File: config.mk
export PLATFORM = sky130hd
export DESIGN_NAME = tlb_way_merge
export DESIGN_NICKNAME = d
export VERILOG_FILES = /design/src/logic/tlb_pkg.sv /design/src/logic/tlb_way_merge.sv
export SDC_FILE = /design/constraint.sdc
export NUM_CORES = 1
export LEC_CHECK = 0
export ABC_AREA = 1
export CAP_MARGIN = 20
export CORE_MARGIN = 2
export CORE_UTILIZATION = 60
export CTS_CLUSTER_DIAMETER = 60
export CTS_CLUSTER_SIZE = 14
export DETAILED_ROUTE_END_ITERATION = 16
export DONT_BUFFER_PORTS = 1
export PLACE_DENSITY_LB_ADDON = 0.12
export SLEW_MARGIN = 10
export SYNTH_ARGS = -nofsm -noshare
export SYNTH_HDL_FRONTEND = slang
export SYNTH_SLANG_ARGS = --single-unit
File: constraint.sdc
create_clock -name clk -period 1.4 [get_ports clk]
set_input_delay 0.07 -clock clk [delete_from_list [all_inputs] [get_ports clk]]
set_output_delay 0.07 -clock clk [all_outputs]
set_load 0.01 [all_outputs]
File: src/logic/tlb_pkg.sv
// tlb package: TLB geometry, bus widths, shared structs and FSM encodings
package tlb_pkg;

	// geometry
	localparam int num_sets = 64;
	localparam int set_bits = 6;
	localparam int tag_bits = 27;
	localparam int blk_entries = 8;
	localparam int blk_bits = 3;
	localparam int page_bits = 12;
	localparam int entry_bits = 64; // one page-table entry
	localparam int line_bits = 512; // one block of eight entries

	// memory bus
	localparam int bus_data_bits = 64;
	localparam int bus_tag_bits = 13;
	localparam logic [bus_tag_bits-1:0] walk_tag = 13'h0a5; // tag used for every walk read

	typedef struct packed {
		logic [tag_bits-1:0] tag;
		logic [set_bits-1:0] set;
		logic [blk_bits-1:0] blk;
	} lookup_t;

	typedef struct packed {
		logic hit;
		logic [entry_bits-1:0] pte;
	} way_result_t;

	typedef struct packed {
		logic [1:0] we; // one bit per way
		logic [set_bits-1:0] set;
		logic [tag_bits-1:0] tag;
		logic [line_bits-1:0] line;
	} fill_t;

	typedef enum logic [1:0] {
		ws_idle,
		ws_request,
		ws_collect,
		ws_done
	} walk_state_t;

	typedef enum logic [1:0] {
		cs_idle,
		cs_respond,
		cs_walk,
		cs_fill
	} ctrl_state_t;

endpackage

File: src/logic/tlb_way_merge.sv
// way merge: picks the hitting way, tracks per-set LRU and names the victim
module tlb_way_merge (
	input  logic clk,
	input  logic reset,
	input  logic flush,
	input  logic [tlb_pkg::set_bits-1:0] set,
	input  tlb_pkg::way_result_t res0,
	input  tlb_pkg::way_result_t res1,
	input  logic touch,
	input  logic touch_way,
	output logic hit,
	output logic [63:0] pte,
	output logic hit_way,
	output logic victim
);

	logic [tlb_pkg::num_sets-1:0] lru; // 1 means way 1 is least recently used

	assign hit = res0.hit || res1.hit;
	assign hit_way = res1.hit;
	assign pte = res1.hit ? res1.pte : res0.pte;
	assign victim = lru[set];

	always_ff @(posedge clk) begin
		if (reset) begin
			lru <= '0;
		end else if (flush) begin
			lru <= '0; // way 0 goes first after a flush
		end else if (touch) begin
			lru[set] <= ~touch_way; // other way becomes LRU
		end
	end

	// a tag lives in at most one way of a set
	a_one_way_hits: assert property (
		@(posedge clk) disable iff (reset) !(res0.hit && res1.hit)
	) else $error("both ways hit in set %0d", set);

endmodule

==> results.json <==
{
  "mostFrequentLayoutCells": "nand2_1, nor2_1, dfxtp_1",
  "grt_max_degree": 68,
  "netlist-cell-type-count": 24,
  "critPathArrivalTime_ns": 1.47,
  "hold_path_class": "in2reg",
  "syn_nets": 845,
  "drive_above_1_share_pct": 9.08,
  "max_slew_margin_pct": 63.8,
  "stdcell_count": 774,
  "dpl-instance-area_sq_mm": 0.00406,
  "dieArea_sq_mm": 0.00744,
  "fin_ws_ns": -0.144,
  "cp-start-kind": "flip-flop",
  "synth_seq_cells": 64,
  "die_h_um": 86.3,
  "gp_congestion": 0.935,
  "io_buffers": 0,
  "power_density_mw_per_mm2": 930,
  "worst_slew_pin_slew_ns": 0.542,
  "internal_power_w": 0.00289,
  "period_share_pct": 110,
  "cpMostUsedCell": "nand2_1",
  "postLayoutCellArea_sq_mm": 0.00440,
  "crit_slowest_cell": "dfxtp_2",
  "seq_area_frac_synth_pct": 31.6,
  "r2r_setup_slack_ns": 0.70,
  "min_path_cells": 2,
  "synth.area.top_cells": "dfxtp_1, nand2_1, nor2_1, a211oi_1, clkbuf_1",
  "reg2reg_depth": 2,
  "leakagePower_nw": 2.02,
  "wirelength_um": 15000,
  "finalHoldViolCount": 0,
  "outcome": "finished with violations",
  "grt-ovfl-total": 0,
  "cts_buffer_depth": 2,
  "end_kind": "primary output",
  "finalMaxSlewViolations": 0,
  "yosysWarnings": 0,
  "initial_utilization_pct": 62.8,
  "worstPathRequired_ns": 1.33,
  "ir_drop_uv": 797,
  "switchingPower_w": 0.00120,
  "netlist_area_sq_mm": 0.00406,
  "ios": 208,
  "rows": 29,
  "core_sq_mm": 0.00646,
  "hpwl_um": 10800,
  "drt_iter0_drc": 507,
  "largest_reg_flops": 64,
  "cts_tree": "built",
  "skew_ns": 0,
  "drc": 0,
  "antenna_found_initial": 4,
  "vias_per_cell": 5.96,
  "rsz0062_at_grt": "true",
  "p_sw_share_pct": 29.4,
  "cts_root_buf": "clkbuf_8",
  "grt_pass1_wl_um": 21800,
  "antenna_left": 0,
  "grt_usage_pct": 39.2,
  "reg_top3": "lru x64",
  "h-tree-depth": 3,
  "insertion_delay_ns": 0.35,
  "fmax_ghz": 0.648,
  "syn_area_per_cell_sq_um": 5.77,
  "wl_per_cell_um": 19.3,
  "cp_max_fo": 2,
  "syn_inst": 704,
  "hold_slack_ns": 0.0919,
  "violations": "setup timing",
  "reg2reg_to": "lru[10]",
  "top_register": "lru",
  "final_core_util_pct": 68.1,
  "setup_violations": 1,
  "min_to": "lru[55]",
  "setup_tns_ns": -0.144,
  "layout_commonest_cell": "nand2_1",
  "layout.nets": 830,
  "clock_sinks": 64,
  "placed_cells": 749,
  "finalCriticalPeriod_ns": 1.54,
  "synth_top_area_share_pct": 31.6,
  "synth_area_leader_cell": "dfxtp_1",
  "clk_pin_slew_ns": 0.08,
  "die_w_um": 86.3,
  "seqPwrFrac_pct": 44.6,
  "hold_start": "touch_way",
  "syn_to_final_growth_pct": 8.42,
  "clkPwrFrac_pct": 40.9,
  "routed-via-count": 4614,
  "critical-path-max-stage-delay_ns": 0.32,
  "numCtsBuffers": 9,
  "first_pass_iters": 6,
  "comb_power_share_pct": 14.4,
  "grt_pass1_vias": 3945,
  "path_cells": "or2_4 > nand3_2 > nand2_1 > o21ai_2 > nand2_1 > nor2_2 > nand2_2",
  "maxCapViolCount": 0,
  "crit_type": "reg2out",
  "r2r-start": "lru[10]"
}
[worst max path at each step]
stage          startpoint      end
6_report          lru[16]   victim
5_1_grt           lru[16]   victim
4_1_cts           lru[16]   victim
3_5_place_dp       set[0]  lru[32]
3_3_place_gp      lru[16]   victim
2_1_floorplan     lru[16]   victim
[Yosys cell counts]
master      n
clkinv_1    1
o211ai_1    4
nor3_2      2
nor3_1     12
nand2_2     1
a211oi_1   54
nand3_1    16
clkbuf_1   29
o21ai_0    10
nand3b_1    1
buf_4       3
nor2_1    122
nand2_1   317
inv_1      29
a31oi_1     1
nor2_2      4
dfxtp_1    64
nand4_1     2
buf_2       6
buf_6       1
or2_2       7
nand3_2     3
inv_2       6
a21oi_1     9
[logic make-up (layout without fill, tap and decap cells)]
| kind of cell | Yosys count | count (layout) | synth area share [%] |
|---|---|---|---|
| AND/OR/NAND/NOR | 487 | 487 | 47.6 |
| other | 0 | 3 | 0 |
| buffers and inverters | 75 | 65 | 7.58 |
| AO/OA/AOI/OAI | 78 | 78 | 13.2 |
| flip-flops | 64 | 64 | 31.6 |
[power by group through the flow]
stage | Sequential, W | Combinational, W | Clock [W]
6_report | 0.00183 | 0.000591 | 0.00168
5_1_grt | 0.00183 | 0.000639 | 0.00175
4_1_cts | 0.00183 | 0.000573 | 0.00167
3_5_place_dp | 0.00187 | 0.000524 | 0
3_3_place_gp | 0.00187 | 0.000516 | 0
2_1_floorplan | 0.00187 | 0.000478 | 0
[area by class of cell]
class	count	area, sq um
well taps	77	96.3
clock inverters	5	55.1
diodes	3	7.51
multi-input cells	565	2520
repair buffers	13	148
flip-flops and latches	64	1290
inverters	36	135
clock buffers	11	151
fillers	573	2060
[routing by layer]
layer	global-route usage (%)	wire length [um]
met1	50.2	5830
met5	0	13
met2	61.8	6840
met3	8.29	1470
met4	21.9	812
[critical path: cells and delay by family, from the launching register on]
family | cells | cell delay (ns)
simple gates | 6 | 0.65
flops | 1 | 0.32
compound gates | 1 | 0.14
[timing repair]
action / in CTS / in global routing
buffers inserted: 0 / 0
endpoints found under the setup margin: 1 / 1
resized for setup: 15 / 10
hold buffers: 6 / 0
pin swaps: 10 / 17
hold endpoints to repair: 59 / 0
[per-stage QoR]
stage	total power [W]	setup slack [ns]
floorplan	0.00235	0.298
global placement	0.00238	0.152
detailed placement	0.00239	0.105
CTS	0.00407	-0.146
global route	0.00421	-0.195
finish	0.00409	-0.144
No activity file was read; power rests on OpenSTA's default activity.
