==> config.mk <==
export PLATFORM = sky130hd
export DESIGN_NAME = tlb_ctrl
export DESIGN_NICKNAME = d
export VERILOG_FILES = /design/src/logic/tlb_pkg.sv /design/src/logic/tlb_ctrl.sv
export SDC_FILE = /design/constraint.sdc
export NUM_CORES = 1
export LEC_CHECK = 0
export ABC_AREA = 1
export BUFFER_PORTS_ARGS = -buffer_cell sky130_fd_sc_hd__buf_2
export CORE_AREA = 2 2 554 556
export CTS_BUF_LIST = sky130_fd_sc_hd__clkbuf_4 sky130_fd_sc_hd__clkbuf_8 sky130_fd_sc_hd__clkbuf_16
export DETAILED_ROUTE_END_ITERATION = 8
export DIE_AREA = 0 0 556 558
export PLACE_DENSITY = 0.3
export SYNTH_ARGS = -nofsm -noshare
export SYNTH_HDL_FRONTEND = slang
export SYNTH_SLANG_ARGS = --single-unit
==> constraint.sdc <==
create_clock -name clk -period 11.7 [get_ports clk]
set_input_delay 2.34 -clock clk [delete_from_list [all_inputs] [get_ports clk]]
set_output_delay 2.34 -clock clk [all_outputs]
set_load 0.03 [all_outputs]
==> src/logic/tlb_pkg.sv <==
// tlb package: TLB geometry, bus widths, shared structs and FSM encodings
package tlb_pkg;

	// geometry
	localparam int num_sets = 64;
	localparam int set_bits = 6;
	localparam int tag_bits = 27;
	localparam int blk_entries = 8;
	localparam int blk_bits = 3;
	localparam int page_bits = 12;
	localparam int entry_bits = 64; // one page-table entry
	localparam int line_bits = 512; // one block of eight entries

	// memory bus
	localparam int bus_data_bits = 64;
	localparam int bus_tag_bits = 13;
	localparam logic [bus_tag_bits-1:0] walk_tag = 13'h0a5; // tag used for every walk read

	typedef struct packed {
		logic [tag_bits-1:0] tag;
		logic [set_bits-1:0] set;
		logic [blk_bits-1:0] blk;
	} lookup_t;

	typedef struct packed {
		logic hit;
		logic [entry_bits-1:0] pte;
	} way_result_t;

	typedef struct packed {
		logic [1:0] we; // one bit per way
		logic [set_bits-1:0] set;
		logic [tag_bits-1:0] tag;
		logic [line_bits-1:0] line;
	} fill_t;

	typedef enum logic [1:0] {
		ws_idle,
		ws_request,
		ws_collect,
		ws_done
	} walk_state_t;

	typedef enum logic [1:0] {
		cs_idle,
		cs_respond,
		cs_walk,
		cs_fill
	} ctrl_state_t;

endpackage

==> src/logic/tlb_ctrl.sv <==
// tlb controller: accepts lookups, runs walks on a miss, fills and responds
module tlb_ctrl (
	input  logic clk,
	input  logic reset,
	input  logic req,
	input  logic [63:0] v_addr,
	input  logic flush,
	input  logic [63:0] ptbr,
	input  logic hit,
	input  logic [63:0] pte,
	input  logic hit_way,
	input  logic victim,
	input  logic walk_done,
	input  logic [tlb_pkg::line_bits-1:0] walk_line,
	output tlb_pkg::lookup_t look,
	output tlb_pkg::fill_t fill,
	output logic touch,
	output logic touch_way,
	output logic walk_start,
	output logic [63:0] blk_addr,
	output logic resp_valid,
	output logic [63:0] p_addr,
	output logic flush_go
);

	tlb_pkg::ctrl_state_t state;
	tlb_pkg::lookup_t req_look;
	tlb_pkg::lookup_t miss_look;
	logic miss_victim;
	logic [tlb_pkg::page_bits-1:0] miss_off;
	logic flush_pend;
	logic accept;
	logic fill_now;
	logic [63:0] fill_pte;

	// physical page number lives in entry bits 63:10
	function automatic logic [63:0] make_paddr(
		input logic [63:0] entry,
		input logic [tlb_pkg::page_bits-1:0] off
	);
		logic [63:0] ppn;
		ppn = 64'(entry[63:10]);
		return (ppn << tlb_pkg::page_bits) + 64'(off);
	endfunction

	assign req_look = v_addr[tlb_pkg::page_bits +: $bits(tlb_pkg::lookup_t)];
	assign look = (state == tlb_pkg::cs_idle) ? req_look : miss_look;

	assign accept = (state == tlb_pkg::cs_idle) && req;
	assign walk_start = accept && !hit;
	// 8-byte entries, so one block number step is 64 bytes
	assign blk_addr = ptbr + (64'({req_look.tag, req_look.set}) << (tlb_pkg::blk_bits + 3));

	assign fill_now = (state == tlb_pkg::cs_walk) && walk_done;
	assign fill.we = fill_now ? {miss_victim, ~miss_victim} : 2'b00;
	assign fill.set = miss_look.set;
	assign fill.tag = miss_look.tag;
	assign fill.line = walk_line;
	assign fill_pte = walk_line[miss_look.blk * tlb_pkg::entry_bits +: tlb_pkg::entry_bits];

	assign touch = (accept && hit) || fill_now;
	assign touch_way = fill_now ? miss_victim : hit_way;

	// flush waits for an idle cycle with no request
	assign flush_go = (flush || flush_pend) && (state == tlb_pkg::cs_idle) && !req;

	always_ff @(posedge clk) begin
		if (reset) begin
			state <= tlb_pkg::cs_idle;
			resp_valid <= 1'b0;
			flush_pend <= 1'b0;
		end else begin
			resp_valid <= 1'b0;
			if (flush_go) begin
				flush_pend <= 1'b0;
			end else if (flush) begin
				flush_pend <= 1'b1;
			end
			case (state)
				tlb_pkg::cs_idle: begin
					if (accept) begin
						resp_valid <= hit;
						state <= hit ? tlb_pkg::cs_respond : tlb_pkg::cs_walk;
					end
				end
				tlb_pkg::cs_walk: begin
					if (walk_done) begin
						resp_valid <= 1'b1;
						state <= tlb_pkg::cs_fill;
					end
				end
				default: begin
					state <= tlb_pkg::cs_idle; // response cycle
				end
			endcase
		end
	end

	always_ff @(posedge clk) begin
		if (walk_start) begin
			miss_look <= req_look;
			miss_victim <= victim;
			miss_off <= v_addr[tlb_pkg::page_bits-1:0];
		end
		if (accept && hit) begin
			p_addr <= make_paddr(pte, v_addr[tlb_pkg::page_bits-1:0]);
		end else if (fill_now) begin
			p_addr <= make_paddr(fill_pte, miss_off);
		end
	end

	// requester drops req in the response cycle
	a_req_dropped: assert property (
		@(posedge clk) disable iff (reset) resp_valid |-> !req
	) else $error("req still high after resp_valid");

endmodule

==> impl_metrics.py <==
metrics = {
    "placement": {
        "post_dp_cell_area_mm2": 0.0230,
        "globalplace.congestion": 0.992,
        "hpwl_mm": 176,
        "pre_cts_slack_ps": 4310,
        "port_buffers": 1195,
    },
    "floorplanning": {
        "coreArea_mm2": 0.305,
        "row_count": 203,
        "start_util_pct": 5.40,
        "die_h_um": 558,
        "ios": 1428,
        "die_w_um": 556,
        "die_area_mm2": 0.310,
    },
    "timing": {
        "slew_headroom_pct": 38.9,
        "fin_setup_tns_ps": 0,
        "drv_slew": 0,
        "final.setup.worst_slack_ps": 4480,
        "worst_pin_slew_ps": 917,
        "fin_crit_ps": 7220,
        "clock.fmax_ghz": 0.138,
        "period_share_pct": 61.7,
        "hold_viol": 0,
        "final-setup-viol-count": 0,
        "finClkSkew_ps": 28.8,
        "rsz0062_at_grt": "false",
        "holdWs_ps": 515,
    },
    "cells_and_area": {
        "final_area_mm2": 0.0238,
        "fin_nets": 3792,
        "drive_above_1_share_pct": 44.6,
        "syn2layout_area_growth_pct": 44.8,
    },
    "flow_run": {
        "drv_cap": 0,
    },
    "power": {
        "vdd_drop_max_uv": 63.0,
        "p_int_w": 0.00115,
        "power_density_mw_per_mm2": 97.2,
        "pwr-share-clk_pct": 29.1,
        "total_power_w": 0.00231,
        "swShare_pct": 50.2,
        "combinationalPowerShare_pct": 49.0,
        "p_sw_w": 0.00116,
        "power_frac_seq_pct": 22.0,
        "p_leak_nw": 10.7,
    },
    "yosys": {
        "synth_top_area_share_pct": 25.3,
        "synth_area_mm2": 0.0164,
        "synth_area_leader_cell": "buf_4",
        "synthCells": 2458,
        "syn_nets": 3204,
        "ys.flop_type": "edfxtp_1",
        "ys_warn_count": 0,
        "synth_most_common_cell": "buf_4",
        "synth_edf_count": 113,
        "avgSynthCellArea_um2": 6.69,
        "ys_types": 43,
        "synth_common_cells": "555 x buf_4, 466 x nand2_1, 267 x nor2_1",
        "synth.ff_latch_count": 117,
        "synthTopCellsByArea": "buf_4 25%, edfxtp_1 21%, nand2_1 11%, o21ai_0 7.0%, nor2_1 6.1%",
        "async_reset_ff_share_pct": 0,
        "ys_seq_area_share_pct": 21.1,
    },
    "route": {
        "ant_nets": 0,
        "wl_per_cell_um": 27.5,
        "post-route-drc-count": 0,
        "wirelength_mm": 196,
        "first_pass_iters": 5,
        "dr.first_iter.drc_count": 1757,
        "dr_total_vias": 20222,
        "via_per_inst": 2.85,
    },
    "worst_setup_path": {
        "cp-start-kind": "input port",
        "cp.required_ps": 9360,
        "crit_type": "input port to output pin",
        "end_kind": "output pin",
        "cp.arrival_ps": 4880,
        "path_max_fanout": 4,
    },
    "cts": {
        "clock_latency_ps": 560,
        "cts_hold_buf": 0,
        "root_buffer": "clkbuf_16",
        "clk_pin_slew_worst_paths_ps": 70,
        "clock_path_buffers": 3,
        "cts_made_buffers": 21,
        "post_cts_resized": 0,
        "cts_setup_buffers": 0,
        "clock-sinks": 117,
        "cts_tree": "built",
        "cts_max_level": 4,
    },
    "global_routing": {
        "grt-ovfl-total": 0,
        "antenna_found_initial": 204,
        "grt_pass1_wl_mm": 235,
        "track_usage_pct": 12.0,
        "grt_max_degree": 144,
        "grt_pass1_vias": 19092,
    },
    "min_path": {
        "holdCritPathClass": "flip-flop to flip-flop",
    },
    "outcome": {
        "status": "finished, final reports clean",
    },
}
==> layout make-up <==
class,count,area (um^2)
inverter,262,998
antenna,55,138
fill,36180,281000
timing repair buffer,1215,6140
sequential,117,3470
multi-input combinational,1429,7410
clock inverter,9,104
clock buffer,23,541
tap,3997,5000
==> cells in the final DEF, fill, tap and decap left out, types with 2 or more instances in the layout <==
master	count
o21ai_1	49
edfxtp_1	113
xor2_1	23
nor3_1	6
dfxtp_1	4
buf_2	1195
inv_1	243
inv_2	15
nor2_2	26
a21oi_1	20
nand4_1	16
nand3_1	105
clkbuf_4	2
nand2_1	465
buf_4	19
ha_1	33
bufinv_16	2
nand3b_4	4
diode_2	55
nand3b_1	3
mux2_2	12
nor2_1	266
o221ai_1	104
clkinvlp_4	2
o21bai_1	2
clkinv_1	4
nor3_2	6
clkbuf_16	21
nand2_2	26
nand3_2	8
nor2_4	10
xnor2_1	2
inv_6	2
o21ai_0	230
==> critical path, stage by stage <==
cell,delay [ps]
buf_2,100
ha_1,360
inv_1,100
fa_1,530
nor2_1,190
o21ai_1,100
nand2_2,230
nand2_1,100
nand2_2,200
nand3_2,130
a21o_1,170
nand2_1,50
buf_2,250
==> registers in the layout, indices dropped and copies added, names as in the netlist <==
signal	count
resp_valid	1
miss_victim	1
p_addr	64
fill	33
flush_pend	1
miss_look	3
state	2
miss_off	12
==> cell families after synthesis <==
| family | share of synthesized area (%) |
|---|---|
| flops | 21.1 |
| buf+inv | 34.0 |
| simple gates | 25.3 |
| mux | 0.822 |
| fa+ha+maj | 2.63 |
| compound gates | 14.8 |
| xor+xnor | 1.33 |
==> per-layer routing <==
metal  global-route usage, %  up-vias  share of wire, %
li1                        -     8717                 -
met1                    12.1     9444                35
met2                    21.7     1466                50
met3                    4.87      511               9.7
met4                    4.81       84               4.9
met5                       0        -              0.28
==> path summary, 6_finish.rpt <==
check	from	end	slack (ps)	depth (start not counted)
worst max register to register	state[1]$_SDFFE_PP0P_	p_addr[11]$_DFFE_PP_	7410	6
worst max-delay path	v_addr[15]	blk_addr[34]	4480	13
worst min register to register	state[0]$_SDFFE_PP0P_	state[1]$_SDFFE_PP0P_	510	1
worst min-delay path	state[0]$_SDFFE_PP0P_	state[1]$_SDFFE_PP0P_	510	1
==> metrics by stage <==
step	cells	utilization, %
global placement	7020	7.56
finish	7107	7.82
global route	7062	7.78
floorplan	2458	-
detailed placement	7020	7.56
CTS	7052	7.77
==> power groups by stage <==
stage | combinational, W | sequential, W | clock, W
2_1_floorplan | 0.000711 | 0.000553 | 0
3_3_place_gp | 0.00116 | 0.000517 | 0
3_5_place_dp | 0.00116 | 0.000517 | 0
4_1_cts | 0.00116 | 0.000509 | 0.000734
5_1_grt | 0.00121 | 0.000511 | 0.000734
6_report | 0.00113 | 0.000508 | 0.000673
No activity file was read; power rests on OpenSTA's default activity.
