===== config.mk =====
export PLATFORM = sky130hd
export DESIGN_NAME = page_walker
export DESIGN_NICKNAME = d
export VERILOG_FILES = /design/src/logic/tlb_pkg.sv /design/src/logic/page_walker.sv
export SDC_FILE = /design/constraint.sdc
export NUM_CORES = 1
export LEC_CHECK = 0
export BUFFER_PORTS_ARGS = -buffer_cell sky130_fd_sc_hd__buf_2
export CAP_MARGIN = 10
export CORE_AREA = 2 2 286 288
export DETAILED_ROUTE_END_ITERATION = 16
export DIE_AREA = 0 0 288 290
export SLEW_MARGIN = 10
export SYNTH_ARGS = -nofsm -noshare
export SYNTH_HDL_FRONTEND = slang
export SYNTH_SLANG_ARGS = --single-unit

===== constraint.sdc =====
create_clock -name clk -period 11.2 [get_ports clk]
set_input_delay 2.24 -clock clk [delete_from_list [all_inputs] [get_ports clk]]
set_output_delay 2.24 -clock clk [all_outputs]
set_load 0.05 [all_outputs]

===== src/logic/tlb_pkg.sv =====
// tlb package: TLB geometry, bus widths, shared structs and FSM encodings
package tlb_pkg;

	// geometry
	localparam int num_sets = 64;
	localparam int set_bits = 6;
	localparam int tag_bits = 27;
	localparam int blk_entries = 8;
	localparam int blk_bits = 3;
	localparam int page_bits = 12;
	localparam int entry_bits = 64; // one page-table entry
	localparam int line_bits = 512; // one block of eight entries

	// memory bus
	localparam int bus_data_bits = 64;
	localparam int bus_tag_bits = 13;
	localparam logic [bus_tag_bits-1:0] walk_tag = 13'h0a5; // tag used for every walk read

	typedef struct packed {
		logic [tag_bits-1:0] tag;
		logic [set_bits-1:0] set;
		logic [blk_bits-1:0] blk;
	} lookup_t;

	typedef struct packed {
		logic hit;
		logic [entry_bits-1:0] pte;
	} way_result_t;

	typedef struct packed {
		logic [1:0] we; // one bit per way
		logic [set_bits-1:0] set;
		logic [tag_bits-1:0] tag;
		logic [line_bits-1:0] line;
	} fill_t;

	typedef enum logic [1:0] {
		ws_idle,
		ws_request,
		ws_collect,
		ws_done
	} walk_state_t;

	typedef enum logic [1:0] {
		cs_idle,
		cs_respond,
		cs_walk,
		cs_fill
	} ctrl_state_t;

endpackage


===== src/logic/page_walker.sv =====
// page walker: reads one page-table block over the tagged bus in eight beats
module page_walker (
	input  logic clk,
	input  logic reset,
	input  logic start,
	input  logic [63:0] blk_addr,
	input  logic bus_reqack,
	input  logic bus_respcyc,
	input  logic [tlb_pkg::bus_data_bits-1:0] bus_resp,
	input  logic [tlb_pkg::bus_tag_bits-1:0] bus_resptag,
	output logic bus_reqcyc,
	output logic [tlb_pkg::bus_data_bits-1:0] bus_req,
	output logic [tlb_pkg::bus_tag_bits-1:0] bus_reqtag,
	output logic bus_respack,
	output logic done,
	output logic [tlb_pkg::line_bits-1:0] line
);

	tlb_pkg::walk_state_t state;
	logic [tlb_pkg::blk_bits-1:0] beat;
	logic beat_ok;
	logic last_beat;

	assign bus_reqtag = tlb_pkg::walk_tag;
	assign done = (state == tlb_pkg::ws_done);

	// beats with a foreign tag belong to someone else
	assign beat_ok = (state == tlb_pkg::ws_collect) && bus_respcyc &&
		(bus_resptag == tlb_pkg::walk_tag);
	assign last_beat = (beat == tlb_pkg::blk_bits'(tlb_pkg::blk_entries - 1));

	always_ff @(posedge clk) begin
		if (reset) begin
			state <= tlb_pkg::ws_idle;
			bus_reqcyc <= 1'b0;
			bus_respack <= 1'b0;
			beat <= '0;
		end else begin
			bus_respack <= beat_ok; // ack each captured beat
			case (state)
				tlb_pkg::ws_idle: begin
					if (start) begin
						bus_reqcyc <= 1'b1;
						beat <= '0;
						state <= tlb_pkg::ws_request;
					end
				end
				tlb_pkg::ws_request: begin
					if (bus_reqack) begin
						bus_reqcyc <= 1'b0;
						state <= tlb_pkg::ws_collect;
					end
				end
				tlb_pkg::ws_collect: begin
					if (beat_ok) begin
						beat <= beat + 1'b1;
						if (last_beat) begin
							state <= tlb_pkg::ws_done;
						end
					end
				end
				default: begin
					state <= tlb_pkg::ws_idle; // done lasts one cycle
				end
			endcase
		end
	end

	// address and line payload
	always_ff @(posedge clk) begin
		if (state == tlb_pkg::ws_idle && start) begin
			bus_req <= blk_addr;
		end
		if (beat_ok) begin
			line[beat * tlb_pkg::entry_bits +: tlb_pkg::entry_bits] <= bus_resp;
		end
	end

	// controller keeps one walk in flight
	a_start_idle: assert property (
		@(posedge clk) disable iff (reset) start |-> state == tlb_pkg::ws_idle
	) else $error("walk started while busy");

endmodule


==> impl_metrics.env, run 1 <==
export IMPL_vias=13679
export IMPL_cp_required_ns=11.41
export IMPL_syn_area_um2=21200
export IMPL_r2r_start="beat[0]"
export IMPL_ant_nets=0
export IMPL_clk_latency_ns=0.60
export IMPL_holdWs_ns=0.547
export IMPL_min_from="bus_reqcyc"
export IMPL_regArea_um2=17400
export IMPL_numCtsBuffers=67
export IMPL_min_path_type="flop to flop"
export IMPL_drc=0
export IMPL_synth_top_area_cell="edfxtp_1"
export IMPL_place_gp_congestion=0.839
export IMPL_worstPathArrival_ns=4.83
export IMPL_drt_iter0_markers=851
export IMPL_grt_max_degree=67
export IMPL_finalSetupViolCount=0
export IMPL_num_rows=104
export IMPL_cts_root_buf="clkbuf_16"
export IMPL_fin_crit_ns=4.62
export IMPL_rsz0062_at_grt="false"
export IMPL_start_util=0.264
export IMPL_grt_pass1_vias=14329
export IMPL_cts_hold_buffers=0
export IMPL_power_density_nw_per_um2=178
export IMPL_fmax_mhz=217
export IMPL_async_flop_share=0
export IMPL_io_buffers=724
export IMPL_period_share=0.412
export IMPL_grt_use_met2=0.342
export IMPL_ir_drop_mv=0.139
export IMPL_postLayoutCoreUtil=0.351
export IMPL_cp_max_fo=65
export IMPL_end_kind="flop"
export IMPL_maxSlewHeadroom=0.274
export IMPL_gr_max_usage_layer="met2"
export IMPL_grt_use_met3=0.0503
export IMPL_critPathBufInv=4
export IMPL_place_hpwl_um=57100
export IMPL_synth_seq_cells=583
export IMPL_critical_path_slowest_cell="dfxtp_4"
export IMPL_cts_tree="yes"
export IMPL_status="finished clean"
export IMPL_max_cap_viol_count=0
export IMPL_first_pass_iters=5
export IMPL_drive_above_1_share=0.406
export IMPL_whs_endpoint="bus_reqcyc"
export IMPL_critPathMostFrequentCell="buf_4"
export IMPL_htree_levels=3
export IMPL_finalNonFillerCells=3172
export IMPL_min_delay_path_depth=2
export IMPL_synth_distinct_cells=34
export IMPL_finalClockSkew_ns=0.0249
export IMPL_die_x_um=288
export IMPL_crit_path_max_incr_delay_ns=0.79
export IMPL_reg2reg_slack_ns=6.58
export IMPL_syn_mean_instance_area_um2=16.2
export IMPL_core_area_um2=80200
export IMPL_synth_top_area_share=0.818
export IMPL_reg2regPathDepth=9
export IMPL_post_drt_wl_per_cell_um=24.5
export IMPL_drt_wl_total_um=77800
export IMPL_multi_input_area_um2=3440
export IMPL_synth_edff_count=576
export IMPL_worst_slew_pin_slew_ns=1.09
export IMPL_numPlacedInstances=3044
export IMPL_yosysMostFrequentCell="edfxtp_1"
export IMPL_grt_ovfl_total=0
export IMPL_synthFlopType="edfxtp_1"
export IMPL_nets=2208
export IMPL_clock_sinks=583
export IMPL_antenna_found_initial=11
export IMPL_grt_pass1_wl_um=107000
export IMPL_die_h_um=290
export IMPL_ys_seq_area_frac=0.824
export IMPL_path_cells="inv_1, ha_1, ha_1, or2_2, buf_4, nor3_4, buf_4, and2_4, buf_4"
export IMPL_io_pins=738
export IMPL_synth_cells=1306
export IMPL_vias_per_cell=4.31
export IMPL_ys_top_cells_by_count="576 x edfxtp_1, 267 x nor2_1, 258 x and2_1"
export IMPL_p_total_mw=5.00
export IMPL_yosys_top_cells_area="edfxtp_1 82%, and2_1 7.6%, nor2_1 4.7%"
export IMPL_hold_violations=0
export IMPL_cts_resized_gates=0
export IMPL_area_growth_pct=33.0
export IMPL_critPathKind="flop to flop"
export IMPL_cts_clk_slew_worst_paths_ns=0.06
export IMPL_start_kind="flop"
export IMPL_final_max_slew_violation_count=0
export IMPL_p_leak_nw=11.2
export IMPL_use_met1=0.188
export IMPL_clk_path_buf_depth=3
export IMPL_dieArea_um2=83500
export IMPL_crit_family="buffers and inverters"
export IMPL_yosys_warnings=0
export IMPL_post_cts_buffers=0
export IMPL_grt_usage=0.181
export IMPL_tns_ns=0
export IMPL_fill_cells=7777
export IMPL_r2r_end="line[12]"
==> registers in the layout, summed over array words and instances (netlist names) <==
signal and cells:
bus_respack 1, state 2, beat 3, bus_req 64, bus_reqcyc 1, line 512
==> stage by stage <==
step	setup slack (ns)	area, um^2
global route	6.25	28100
CTS	6.52	28100
global placement	6.16	26000
floorplan	2.85	21200
detailed placement	6.13	26000
finish	6.58	28100
==> where the power goes <==
group	internal (mW)	leakage, nW	switching [mW]
sequential	2.45	5.68	0.0192
combinational	0.0754	4.44	0.326
clock	1.25	1.03	0.890
total	3.77	11.2	1.24
==> layer usage <==
metal | routed length (um) | part of all wire
met5 | 10 | 0.00013
met4 | 2650 | 0.034
met3 | 6340 | 0.081
met2 | 42200 | 0.54
met1 | 26700 | 0.34
==> tightest hold or removal path, delay by kind of cell (launching register included) <==
kind | cells | cell delay, ns
flip-flops | 1 | 0.35
AND/OR/NAND/NOR | 1 | 0.08
AO/OA/AOI/OAI | 1 | 0.08
==> cell type report <==
| class | count | share of cell area |
|---|---|---|
| flip-flops and latches | 583 | 0.620 |
| repair buffers | 741 | 0.133 |
| multi-input cells | 654 | 0.122 |
| clock buffers | 86 | 0.0644 |
| well taps | 1060 | 0.0471 |
| clock inverters | 34 | 0.0115 |
| inverters | 6 | 0.000801 |
| diodes | 8 | 0.000712 |
==> worst max path at each step <==
| stage | cells past startpoint | to | slack (ns) | startpoint |
|---|---|---|---|---|
| global placement | 6 | line[128] | 6.16 | bus_resptag[6] |
| finish | 9 | line[12] | 6.58 | beat[0] |
| global route | 9 | line[12] | 6.25 | beat[0] |
| CTS | 9 | line[30] | 6.52 | beat[0] |
| detailed placement | 6 | line[213] | 6.13 | bus_resptag[6] |
| floorplan | 5 | line[384] | 2.85 | bus_resptag[6] |
==> placed cells by master, fill, tap and decap left out, types with 2 or more instances in the layout <==
cell type	n
and2_1	256
nor2_4	6
nand3b_4	2
clkbuf_1	15
clkinvlp_4	3
nor2_1	260
clkbuf_16	69
and2_4	2
clkinv_2	6
ha_1	9
inv_1	6
edfxtp_1	576
bufinv_16	4
clkinv_1	12
inv_6	3
conb_1	13
clkbuf_8	2
buf_4	17
nand2_1	66
clkinv_8	2
a21oi_1	6
nand3_1	6
nor3_4	4
nand2b_1	6
o211ai_1	3
clkinv_4	3
dfxtp_1	6
buf_2	724
diode_2	8
==> kinds of logic (layout without fill, tap and decap cells) <==
logic type / Yosys count / after routing / share of synthesized area
AO/OA/AOI/OAI: 12 / 12 / 0.00349
adder cells (fa/ha/maj): 9 / 9 / 0.00532
buffers and inverters: 80 / 867 / 0.0199
flip-flops: 583 / 583 / 0.824
multiplexers: 1 / 1 / 0.000473
other: 2 / 21 / 0.000355
AND/OR/NAND/NOR: 619 / 619 / 0.146
Power figures use the tool's default switching activity.
==> inputs of run 2 (changes only) <==
--- a/config.mk
+++ b/config.mk
@@ -7,9 +7,9 @@
 export LEC_CHECK = 0
 export BUFFER_PORTS_ARGS = -buffer_cell sky130_fd_sc_hd__buf_2
 export CAP_MARGIN = 10
-export CORE_AREA = 2 2 286 288
+export CORE_AREA = 2 2 288 290
 export DETAILED_ROUTE_END_ITERATION = 16
-export DIE_AREA = 0 0 288 290
+export DIE_AREA = 0 0 290 292
 export SLEW_MARGIN = 10
 export SYNTH_ARGS = -nofsm -noshare
 export SYNTH_HDL_FRONTEND = slang
==> constraint.sdc (replaced) <==
create_clock -name clk -period 4.5 [get_ports clk]
set_input_delay 0.9 -clock clk [delete_from_list [all_inputs] [get_ports clk]]
set_output_delay 0.9 -clock clk [all_outputs]
set_load 0.05 [all_outputs]
==> run 2 against run 1 <==
Effect of this change: register-to-register slack lost 5.1 ns; cell area rose by 0.90%; count of clock-buffer cells in the layout shrank 10; clock power up 150%; via count increased by 0.23%; sequential cell count did not move; combinational power rose by 140%; setup slack lost 5.1 ns; final cell count up 0.54%; global-route usage increased by 0.090 points; non-clock buffer count is 17 higher.
==> impl_metrics.env, run 2 (synthesis results as in run 1) <==
export IMPL_clk_latency_ns=0.61
export IMPL_start_util=0.259
export IMPL_nets=2225
export IMPL_place_gp_congestion=0.847
export IMPL_reg2regPathDepth=7
export IMPL_largest_reg_flops=512
export IMPL_postLayoutCoreUtil=0.348
export IMPL_io_buffers=724
export IMPL_path_depth=7
export IMPL_numCtsBuffers=67
export IMPL_period_share=0.681
export IMPL_num_rows=105
export IMPL_start_kind="flop"
export IMPL_vias_per_cell=4.30
export IMPL_worst_slew_pin_slew_ns=0.951
export IMPL_grt_pass1_vias=14149
export IMPL_r2r_end="line[401]"
export IMPL_status="finished clean"
export IMPL_drc=0
export IMPL_cts_clk_slew_worst_paths_ns=0.06
export IMPL_cp_required_ns=4.78
export IMPL_r2r_start="state[0]"
export IMPL_place_hpwl_um=58800
export IMPL_post_cts_buffers=0
export IMPL_fmax_mhz=326
export IMPL_max_cap_viol_count=0
export IMPL_die_h_um=292
export IMPL_tns_ns=0
export IMPL_first_pass_iters=5
export IMPL_path_cells="inv_1, ha_1, nor4bb_1, and4_1, nand3_1, a211oi_4, buf_12"
export IMPL_ant_nets=0
export IMPL_area_growth_pct=34.2
export IMPL_grt_ovfl_total=0
export IMPL_vias=13710
export IMPL_p_leak_nw=11.3
export IMPL_drt_wl_total_um=78700
export IMPL_ir_drop_mv=0.305
export IMPL_maxSlewHeadroom=0.366
export IMPL_crit_family="simple AND/OR/NAND/NOR gates"
export IMPL_clock_sinks=583
export IMPL_cts_resized_gates=0
export IMPL_worstPathArrival_ns=3.34
export IMPL_power_density_nw_per_um2=438
export IMPL_end_kind="flop"
export IMPL_clk_path_buf_depth=3
export IMPL_drive_above_1_share=0.413
export IMPL_post_drt_wl_per_cell_um=24.7
export IMPL_finalSetupViolCount=0
export IMPL_mostFrequentLayoutCells="724 x buf_2, 576 x edfxtp_1, 260 x nor2_1, 256 x and2_1, 67 x clkbuf_16"
export IMPL_reg2reg_slack_ns=1.43
export IMPL_whs_endpoint="bus_req[27]"
export IMPL_antenna_found_initial=12
export IMPL_io_pins=738
export IMPL_min_delay_path_depth=1
export IMPL_min_path_type="primary input to flop"
export IMPL_htree_levels=3
export IMPL_min_from="blk_addr[27]"
export IMPL_largestRegisters="line (512), bus_req (64), beat (3)"
export IMPL_cts_root_buf="clkbuf_16"
export IMPL_die_x_um=290
export IMPL_critical_path_slowest_cell="a211oi_4"
export IMPL_finalWorstSetupSlack_ns=1.43
export IMPL_crit_path_max_incr_delay_ns=0.69
export IMPL_grt_usage=0.182
export IMPL_rsz0062_at_grt="false"
export IMPL_core_area_um2=81600
export IMPL_pre_cts_slack_ns=0.979
export IMPL_grt_pass1_wl_um=108000
export IMPL_p_total_mw=12.4
export IMPL_finalClockSkew_ns=0.0358
export IMPL_grt_max_degree=66
export IMPL_drt_iter0_markers=1033
export IMPL_cts_tree="yes"
export IMPL_cp_max_fo=35
export IMPL_critPathKind="flop to flop"
export IMPL_regMostFlops="line"
export IMPL_dieArea_um2=84700
export IMPL_final_max_slew_violation_count=0
export IMPL_cts_hold_buffers=0
export IMPL_final_common_cell="buf_2"
export IMPL_critPathBufInv=2
export IMPL_fin_crit_ns=3.07
export IMPL_hold_violations=0
-- run 2: final cells by class --
class | instances | area [um^2]
tap | 1070 | 1340
fill | 7968 | 53200
antenna | 2 | 5.00
sequential | 583 | 17400
clock buffer | 76 | 1710
multi-input combinational | 654 | 3440
timing repair buffer | 758 | 4000
inverter | 6 | 22.5
clock inverter | 40 | 428
-- run 2: how the worst max path moves through the flow --
stage                   startpoint   endpoint  slack [ns]
global route              state[0]  line[401]        1.18
detailed placement  bus_resptag[6]  line[431]        0.98
global placement    bus_resptag[6]  line[390]        0.96
finish                    state[0]  line[401]        1.43
CTS                       state[0]  line[401]        1.38
floorplan           bus_resptag[6]  line[100]       -0.42
-- run 2: worst reg2reg max path, cell delays in order (launching register included) --
cell and delay, ns:
dfxtp_1 0.34, inv_1 0.10, ha_1 0.22, nor4bb_1 0.36, and4_1 0.39, nand3_1 0.30
a211oi_4 0.69, buf_12 0.32
-- run 2: report_power, final --
group / total, mW / internal [mW] / switching [mW]
Clock: 5.32 / 3.01 / 2.30
Sequential: 6.13 / 6.09 / 0.0434
Combinational: 0.970 / 0.188 / 0.782
Total: 12.4 / 9.29 / 3.13
-- run 2: layer usage --
metal,share of wire,track usage
met1,0.34,0.191
met2,0.54,0.340
met3,0.086,0.0577
met4,0.029,0.0597
met5,0.00028,0
-- run 2: per-stage QoR --
step                      hold WS (ns)  std cells  instance area [um^2]
after floorplan                  0.481       1317                 21200
after global placement           0.495       3071                 26200
after detailed placement         0.518       3071                 26200
after CTS                        0.409       3187                 28400
after global routing             0.411       3187                 28400
final                            0.462       3189                 28400
